**config.mk**
```make
export PLATFORM = sky130hd
export DESIGN_NAME = lsu
export DESIGN_NICKNAME = d
export VERILOG_FILES = /design/src/verilog/lsu_bus_pkg.sv /design/src/verilog/lsu_mem_pkg.sv /design/src/verilog/lsu.sv
export SDC_FILE = /design/constraint.sdc
export NUM_CORES = 1
export LEC_CHECK = 0
export ABC_AREA = 0
export BUFFER_PORTS_ARGS = -buffer_cell sky130_fd_sc_hd__buf_4
export CAP_MARGIN = 25
export CORE_AREA = 2 2 143 145
export DETAILED_ROUTE_END_ITERATION = 12
export DIE_AREA = 0 0 145 147
export GPL_TIMING_DRIVEN = 0
export MAX_ROUTING_LAYER = met4
export PLACE_DENSITY_LB_ADDON = 0.12
export SLEW_MARGIN = 5
export SYNTH_ARGS = -nofsm -noshare
export SYNTH_HDL_FRONTEND = slang
export SYNTH_SLANG_ARGS = --single-unit
```
**constraint.sdc**
```tcl
create_clock -name clk -period 1.8 [get_ports clk]
set_clock_uncertainty 0.1 [all_clocks]
set_input_delay 0.27 -clock clk [delete_from_list [all_inputs] [get_ports clk]]
set_output_delay 0.27 -clock clk [all_outputs]
set_load 0.01 [all_outputs]
```
**src/verilog/lsu_bus_pkg.sv**
```systemverilog
`default_nettype none

package lsu_bus_pkg;

  // response codes on r and b
  // the ram only ever answers okay
  typedef enum logic [1:0] {
    okay   = 2'b00,
    slverr = 2'b10
  } resp_e;

  // read address channel
  // size is log2 of the byte count
  typedef struct packed {
    logic [31:0] addr;
    logic [2:0]  size;
  } ar_chan_t;

  // read data channel, whole 64-bit beat
  typedef struct packed {
    logic [63:0] data;
    resp_e       resp;
  } r_chan_t;

  // write address channel
  typedef struct packed {
    logic [31:0] addr;
    logic [2:0]  size;
  } aw_chan_t;

  // write data channel
  // strb bit n enables byte n of data
  typedef struct packed {
    logic [63:0] data;
    logic [7:0]  strb;
  } w_chan_t;

  // write response channel
  typedef struct packed {
    resp_e resp;
  } b_chan_t;

endpackage

`default_nettype wire

```
**src/verilog/lsu_mem_pkg.sv**
```systemverilog
`default_nettype none

package lsu_mem_pkg;

  // load functions as seen on the core side
  // byte and halfword come in signed and unsigned flavours
  typedef enum logic [2:0] {
    ld_bs = 3'd0,
    ld_bu = 3'd1,
    ld_hs = 3'd2,
    ld_hu = 3'd3,
    ld_w  = 3'd4
  } load_func_e;

  // store functions
  typedef enum logic [2:0] {
    st_b = 3'd0,
    st_h = 3'd1,
    st_w = 3'd2
  } store_func_e;

  // load request payload, 35 bits
  typedef struct packed {
    logic [31:0] addr;
    load_func_e  func;
  } load_req_t;

  // store request payload, 67 bits
  // data is right aligned, lane placement happens in the lsu
  typedef struct packed {
    logic [31:0] addr;
    store_func_e func;
    logic [31:0] data;
  } store_req_t;

endpackage

`default_nettype wire

```
**src/verilog/lsu.sv**
```systemverilog
`timescale 1ns/1ps
`default_nettype none

module lsu (
  input  logic                    clk,
  input  logic                    rstn,
  // core load request and response
  input  lsu_mem_pkg::load_req_t  ld_req,
  input  logic                    ld_req_valid,
  output logic                    ld_req_ready,
  output logic [31:0]             ld_data,
  output logic                    ld_resp_valid,
  input  logic                    ld_resp_ready,
  // core store request and response
  input  lsu_mem_pkg::store_req_t st_req,
  input  logic                    st_req_valid,
  output logic                    st_req_ready,
  output logic                    st_resp_valid,
  input  logic                    st_resp_ready,
  // memory read channels
  output lsu_bus_pkg::ar_chan_t   ar,
  output logic                    ar_valid,
  input  logic                    ar_ready,
  input  lsu_bus_pkg::r_chan_t    r,
  input  logic                    r_valid,
  output logic                    r_ready,
  // memory write channels
  output lsu_bus_pkg::aw_chan_t   aw,
  output logic                    aw_valid,
  input  logic                    aw_ready,
  output lsu_bus_pkg::w_chan_t    w,
  output logic                    w_valid,
  input  logic                    w_ready,
  input  lsu_bus_pkg::b_chan_t    b,
  input  logic                    b_valid,
  output logic                    b_ready
);

  // load path state, captured on the ar transfer
  logic [2:0]              ld_off_q;
  lsu_mem_pkg::load_func_e ld_func_q;
  logic [2:0]              ar_size;
  logic [63:0]             r_shifted;
  logic                    ar_fire;

  // store path
  logic [2:0]              aw_size;
  logic [7:0]              st_mask;
  logic [7:0]              st_strb;
  logic [63:0]             st_lane_data;
  logic                    aw_flag;
  logic                    w_flag;
  logic                    aw_fire;
  logic                    w_fire;
  logic                    b_fire;

  // load request goes straight to ar
  assign ar_valid     = ld_req_valid;
  assign ld_req_ready = ar_ready;
  assign ar_fire      = ar_valid && ar_ready;

  always_comb begin
    case (ld_req.func)
      lsu_mem_pkg::ld_bs, lsu_mem_pkg::ld_bu: ar_size = 3'd0;
      lsu_mem_pkg::ld_hs, lsu_mem_pkg::ld_hu: ar_size = 3'd1;
      default:                                ar_size = 3'd2;
    endcase
  end

  assign ar = '{addr: ld_req.addr, size: ar_size};

  // byte offset and function are needed again when the data returns
  always_ff @(posedge clk) begin
    if (ar_fire) begin
      ld_off_q  <= ld_req.addr[2:0];
      ld_func_q <= ld_req.func;
    end
  end

  // bring the addressed byte down to bit 0
  assign r_shifted = r.data >> {ld_off_q, 3'b000};

  always_comb begin
    case (ld_func_q)
      lsu_mem_pkg::ld_bs: ld_data = {{24{r_shifted[7]}}, r_shifted[7:0]};
      lsu_mem_pkg::ld_bu: ld_data = {24'b0, r_shifted[7:0]};
      lsu_mem_pkg::ld_hs: ld_data = {{16{r_shifted[15]}}, r_shifted[15:0]};
      lsu_mem_pkg::ld_hu: ld_data = {16'b0, r_shifted[15:0]};
      default:            ld_data = r_shifted[31:0];
    endcase
  end

  // r and the load response are one handshake
  // r.resp is always okay from this memory
  assign ld_resp_valid = r_valid;
  assign r_ready       = ld_resp_ready;

  // size and unshifted mask per store function
  always_comb begin
    case (st_req.func)
      lsu_mem_pkg::st_b: begin
        aw_size = 3'd0;
        st_mask = 8'h01;
      end
      lsu_mem_pkg::st_h: begin
        aw_size = 3'd1;
        st_mask = 8'h03;
      end
      default: begin
        aw_size = 3'd2;
        st_mask = 8'h0f;
      end
    endcase
  end

  // move data and strobe into their byte lanes
  assign st_lane_data = {32'b0, st_req.data} << {st_req.addr[2:0], 3'b000};
  assign st_strb      = st_mask << st_req.addr[2:0];

  assign aw = '{addr: st_req.addr, size: aw_size};
  assign w  = '{data: st_lane_data, strb: st_strb};

  // each channel fires once per store request
  assign aw_valid = st_req_valid && aw_flag;
  assign w_valid  = st_req_valid && w_flag;
  assign aw_fire  = aw_valid && aw_ready;
  assign w_fire   = w_valid && w_ready;
  assign b_fire   = b_valid && b_ready;

  // accepted once both channels are done or finishing this cycle
  assign st_req_ready = (aw_ready || !aw_flag) && (w_ready || !w_flag);

  always_ff @(posedge clk) begin
    if (!rstn) begin
      aw_flag <= 1'b1;
      w_flag  <= 1'b1;
    end else if (b_fire) begin
      // rearm for the next store
      aw_flag <= 1'b1;
      w_flag  <= 1'b1;
    end else begin
      if (aw_fire) begin
        aw_flag <= 1'b0;
      end
      if (w_fire) begin
        w_flag <= 1'b0;
      end
    end
  end

  // b.resp carries no error from this memory
  assign st_resp_valid = b_valid;
  assign b_ready       = st_resp_ready;

endmodule

`default_nettype wire

```
==> impl_metrics.tcl, run 1 <==
set metrics [dict create \
    status "complete, but fails checks" \
    failed_checks "setup timing" \
    timing.fmax_mhz 425 \
    dieArea_mm2 0.0213 \
    dr.pass1.iters 5 \
    synthTopCellsByArea "buf_4, mux4_2, mux2i_1" \
    r2r_cells 1 \
    clock_latency_ps 230 \
    ant_nets 0 \
    io_buffer_count 295 \
    post-route-util 0.361 \
    yosys_warnings 0 \
    fin_nets 948 \
    antenna_found_initial 0 \
    design.portCount 364 \
    critical_path_class "register to output pin" \
    min_path_type "primary input to register" \
    r2r_slack_ps 1120 \
    mostFrequentLayoutCells "buf_4, nor2_1, buf_6" \
    grt_pass1_wl_um 29400 \
    crit_path_start_kind "register" \
    synth_area_per_cell_um2 8.07 \
    final_common_cell "buf_4" \
    vias_per_cell 4.77 \
    r2r-start "w_flag" \
    multi_input_area_mm2 0.00302 \
    yosys.area_share.simple 0.165 \
    gp_congestion 0.904 \
    worstHoldStart "ld_req[0]" \
    dieWidth_um 145 \
    yosys.area_share.adder 0 \
    regArea_um2 220 \
    antenna_cells 0 \
    grt_util_all_layers 0.180 \
    cts_tree "built" \
    dpl_cell_area_mm2 0.00627 \
    netlist_area_mm2 0.00365 \
    start_util 0.184 \
    synth_xor_area_frac 0 \
    maxCapViolCount 0 \
    hpwl_um 16000 \
    overflow 0 \
    whs_ps 117 \
    leakage_nw 3.49 \
    crit_arrival_ps 1980 \
    cts_buffer_depth 2 \
    worst_hold_path.num_cells 1 \
    synth_cells 452 \
    grt_pass1_vias 4855 \
    drive_gt1_frac 0.687 \
    finalHoldViolations 0 \
    power.total_w 0.00282 \
    crit_required_ps 1430 \
    worstReg2RegEnd "w_flag" \
    postLayoutCellArea_mm2 0.00716 \
    drc 0 \
    drt_wl_total_um 20600 \
    grt_max_degree 11 \
    synth_top_family_by_area "multiplexers" \
    tns_ps -16510 \
    drt_iter0_drc 294 \
    worst_slew_pin_slew_ps 733 \
    synthMuxAreaShare 0.358 \
    rows 52 \
    final.setup.worst_slack_ps -552 \
    synth_compound_area_frac 0.187 \
    routed-via-count 4942 \
    fin_crit_sh 1.31 \
    fin_crit_ps 2350 \
    die_h_um 147 \
    relSlewSlack 0.511 \
    cts_sinks 8 \
    min_to "ld_func_q[0]" \
    path_max_fanout 8 \
    area_delta_synth_final_pct 96.3 \
    yosysTopAreaCell "buf_4" \
    rsz0062_at_grt "yes" \
    wl_per_cell_um 19.9 \
    irDropWorstVdd_v 0.000403 \
    synth.top_cell.area_share 0.156 \
    endpoint_kind "output pin" \
    yosys_register_bits 8 \
    tritoncts.num_buffers 3 \
    powerDensity_mw_per_mm2 394 \
    core_region_area_mm2 0.0198 \
    cts-htree-levels 1 \
    finalSetupViolations 32 \
    netlist-cell-type-count 39 \
    yosysSeqAreaShare 0.0604 \
    cts_root_buf "clkbuf_16" \
    slew_viol_final 0 \
    clkTransAtPathRegs_ps 40 \
    fillCellCount 2098 \
]
[where the power goes]
part	internal (W)	total (W)	switching, W	leakage [nW]
combinational	0.00121	0.00221	0.00100	3.38
clock	0.000295	0.000385	0.0000898	0.0382
sequential	0.000213	0.000226	0.0000136	0.0728
[cells in the mapped netlist (all sizes together)]
library cell  number
buf               92
nor2              53
mux2i             40
mux4              30
nand2             28
o21ai             27
clkbuf            19
o22ai             19
mux2              18
nand3             16
inv               14
and2              12
nor2b             12
a22o              11
o2bb2ai           11
a21oi             10
a211oi             9
a22oi              7
edfxtp             6
nor3               3
a21o               2
dfxtp              2
a221o              1
a2bb2oi            1
and3               1
clkinv             1
conb               1
nand2b             1
nand4              1
nor3b              1
o221ai             1
o31ai              1
or3                1
[sequential cells by signal, indices dropped and copies added (netlist names)]
name	count
ld_off_q	3
w_flag	1
aw_flag	1
ld_func_q	3
[cells by family after synthesis]
kind of cell	after synthesis
flops	8
compound gates	100
buf+inv	126
mux	88
other cells	1
simple gates	129
[how the worst max path moves through the flow]
stage	from	endpoint	cells past startpoint
after global routing	ld_off_q[0]	ld_data[10]	8
after CTS	ld_off_q[0]	ld_data[18]	8
after global placement	ld_off_q[2]	ld_data[10]	8
final	ld_off_q[0]	ld_data[18]	8
after floorplan	ld_off_q[0]	ld_data[0]	5
after detailed placement	ld_off_q[2]	ld_data[10]	8
[layout make-up]
class,count,share of cell area
timing repair buffer,310,0.350
clock buffer,4,0.0110
buffer,110,0.131
sequential,8,0.0308
tap,270,0.0472
inverter,15,0.00804
multi-input combinational,319,0.422
[per-stage QoR]
stage,cells,setup slack (ps)
3_5_place_dp,1018,-783
5_1_grt,1036,-626
4_1_cts,1035,-584
3_3_place_gp,1018,-734
2_1_floorplan,453,-96.8
6_report,1036,-552
[critical path, cell delays in order, from the launching register on]
cell and delay (ps):
edfxtp_1 370, buf_6 160, mux2_4 310, o2bb2ai_4 130
o31ai_4 220, buf_6 190, buf_8 140, nand3_2 100
buf_6 130
[repair_timing]
item                       4_1_cts  5_1_grt
setup endpoints to repair      103       64
resized for setup              136       55
hold buffers                     0        0
setup buffers                   12        0
pin swaps                       11        8
gates cloned                     2        2
[routing by layer]
layer | vias to the layer above | GRT usage | share of wire
li1 | 2224 | - | -
met4 | 0 | 0.0505 | 0.026
met5 | - | - | 0
met3 | 38 | 0.0295 | 0.086
met2 | 317 | 0.318 | 0.52
met1 | 2363 | 0.212 | 0.37
Note: power is estimated with default switching activity, not from simulation.
==> run 2, diff against run 1 <==
ABC_AREA = 1   (was 0)
CORE_AREA = 2 2 141 143   (was 2 2 143 145)
DIE_AREA = 0 0 143 145   (was 0 0 145 147)
==> run 2 against run 1 <==
Effect of this change:
- fmax grew 8.7%
- register-to-register slack gained 20 ps
- die area shrank 2.7%
- synthesized cell count grew 65%
- largest cell class unchanged
- first-iteration DRC count grew 3.7%
- routed wire length grew 9.5%
- count of clock-buffer cells in the layout shrank 1
- the flow still finishes with violations (setup timing)
- setup slack gained 190 ps
- core utilization grew 1.7 points
- cell count grew 28%
==> impl_metrics.tcl, run 2 <==
set metrics [dict create \
    p_comb_frac 0.791 \
    synthTopCellsByArea "nand2_1, nand3_1, buf_4" \
    fin_crit_ps 2160 \
    final_cells 1327 \
    finalHoldViolations 0 \
    yosys.area_share.simple 0.549 \
    yosys_register_bits 8 \
    hpwl_um 18400 \
    dieArea_mm2 0.0207 \
    rsz0062_at_grt "yes" \
    cts_root_buf "clkbuf_16" \
    drc 0 \
    cts_buffer_depth 2 \
    grt_max_degree 11 \
    powerDensity_mw_per_mm2 385 \
    synth_xor_area_frac 0 \
    swShare 0.434 \
    wl_per_cell_um 17.0 \
    fin_nets 1244 \
    drt_iter0_drc 305 \
    relSlewSlack 0.637 \
    synth.top_cell.area_share 0.273 \
    cts-htree-levels 1 \
    netlist-cell-type-count 33 \
    mostFrequentLayoutCells "buf_4, nand2_1, nand3_1" \
    async_reset_ff_frac 0 \
    netlist_area_mm2 0.00388 \
    use_met3 0.0330 \
    cts_hold_buf 0 \
    busiest_layer "met2" \
    grt_pass1_vias 5860 \
    finalSetupViolations 32 \
    min_path_type "primary input to register" \
    synth_compound_area_frac 0.128 \
    dp_cells 1309 \
    irDropWorstVdd_v 0.000301 \
    worst_slew_pin_slew_ps 545 \
    drive_gt1_frac 0.496 \
    timing.fmax_mhz 462 \
    routed-via-count 6102 \
    pre_cts_ws_ps -306 \
    slew_viol_final 0 \
    clock_latency_ps 230 \
    ant_nets 0 \
    tns_ps -10020 \
    clkTransAtPathRegs_ps 30 \
    fin_crit_sh 1.20 \
    critical_path_class "register to output pin" \
    crit_path_start_kind "register" \
    antenna_found_initial 1 \
    cts_sinks 8 \
    use_met2 0.347 \
    tritoncts.num_buffers 3 \
    synth_top_family_by_area "simple AND/OR/NAND/NOR gates" \
    yosys.area_share.adder 0 \
    design.portCount 364 \
    grt_util_all_layers 0.206 \
    post-route-util 0.378 \
    gp_congestion 0.949 \
    clkPwrFrac 0.130 \
    path_max_fanout 10 \
    power.internal_w 0.00158 \
    start_util 0.202 \
    seq_power_share 0.079 \
    dieWidth_um 143 \
    cts_tree "built" \
    synth.most_common_cell "nand2_1" \
    io_buffer_count 296 \
    yosys_warnings 0 \
    grt_pass1_wl_um 32600 \
    rows 51 \
    p_sw_w 0.00121 \
    core_region_area_mm2 0.0192 \
    crit_required_ps 1430 \
    area_delta_synth_final_pct 87.4 \
    overflow 0 \
    drt_wl_total_um 22500 \
    synthMuxAreaShare 0.0129 \
    yosys_most_used_dff "edfxtp_1" \
    synthTopCellsByCount "nand2_1, nand3_1, buf_4" \
    yosysSeqAreaShare 0.0568 \
    crit_arrival_ps 1790 \
    endpoint_kind "output pin" \
    final.setup.worst_slack_ps -364 \
    synth_edf_count 6 \
    dr.pass1.iters 5 \
    failed_checks "setup timing" \
    final_common_cell "buf_4" \
    status "complete, but fails checks" \
    grt_use_met1 0.255 \
    synth_cells 747 \
    vias_per_cell 4.60 \
    leakage_nw 4.05 \
    die_h_um 145 \
    top_regs "ld_func_q (3), ld_off_q (3)" \
    maxCapViolCount 0 \
    synth_area_per_cell_um2 5.19 \
    yosysTopAreaCell "nand2_1" \
]
==> run 2: cells by family (layout without fill, tap and decap cells) <==
group | count (synthesis) | in the layout
buffers and inverters | 157 | 470
AOI/OAI and AO/OA | 86 | 86
other | 1 | 3
DFF | 8 | 8
and+or+nand+nor | 490 | 490
muxes | 5 | 5
==> run 2: metal layers <==
| metal | wire length [um] | vias up | part of all wire |
|---|---|---|---|
| met3 | 1660 | 31 | 0.074 |
| met4 | 562 | 0 | 0.025 |
| met2 | 11000 | 280 | 0.49 |
| met5 | 0 | - | 0 |
| li1 | - | 2996 | - |
| met1 | 9360 | 2795 | 0.42 |
==> run 2: power by group through the flow <==
stage	registers [W]	clock network, W	logic, W
2_1_floorplan	0.000220	0	0.000999
3_3_place_gp	0.000222	0	0.00195
3_5_place_dp	0.000222	0	0.00195
4_1_cts	0.000220	0.000371	0.00204
5_1_grt	0.000221	0.000381	0.00238
6_report	0.000220	0.000364	0.00221
==> run 2: final cells by class <==
| cell class | count | area (um^2) |
|---|---|---|
| flip-flops and latches | 8 | 220 |
| inverters | 34 | 131 |
| multi-input cells | 583 | 3030 |
| well taps | 265 | 332 |
| plain buffers | 123 | 977 |
| diodes | 1 | 2.50 |
| repair buffers | 310 | 2490 |
| clock buffers | 3 | 75.1 |
| fillers | 2193 | 11900 |
==> run 2: worst max-delay path, cell delays in order, from the launching register on <==
cell	delay, ps
edfxtp_1	390
inv_2	70
buf_6	130
buf_4	120
nand2_1	50
nor2_1	40
a21oi_2	110
nand2_2	90
nand2_4	160
buf_12	180
nand3_2	90
buf_6	120
==> run 2: what timing repair did <==
item | CTS | global route
buffers inserted | 5 | 3
resized for setup | 69 | 109
cloned | 3 | 3
pin swaps | 4 | 17
endpoints found under the setup margin | 93 | 57
==> run 2: worst paths after layout <==
check	from	to	slack [ps]	depth (start not counted)
min reg2reg	aw_flag	aw_flag	380	2
max	ld_off_q[0]	ld_data[29]	-360	11
min	ld_req[0]	ld_func_q[0]	120	1
max reg2reg	w_flag	w_flag	1140	2
==> run 2: metrics by stage <==
stage               hold slack, ps  power, W  cell area [um^2]
finish                         120   0.00279              7260
global placement               353   0.00217              6430
global route                   119   0.00298              7260
detailed placement             355   0.00217              6430
CTS                            118   0.00263              6770
floorplan                      269   0.00122              3880
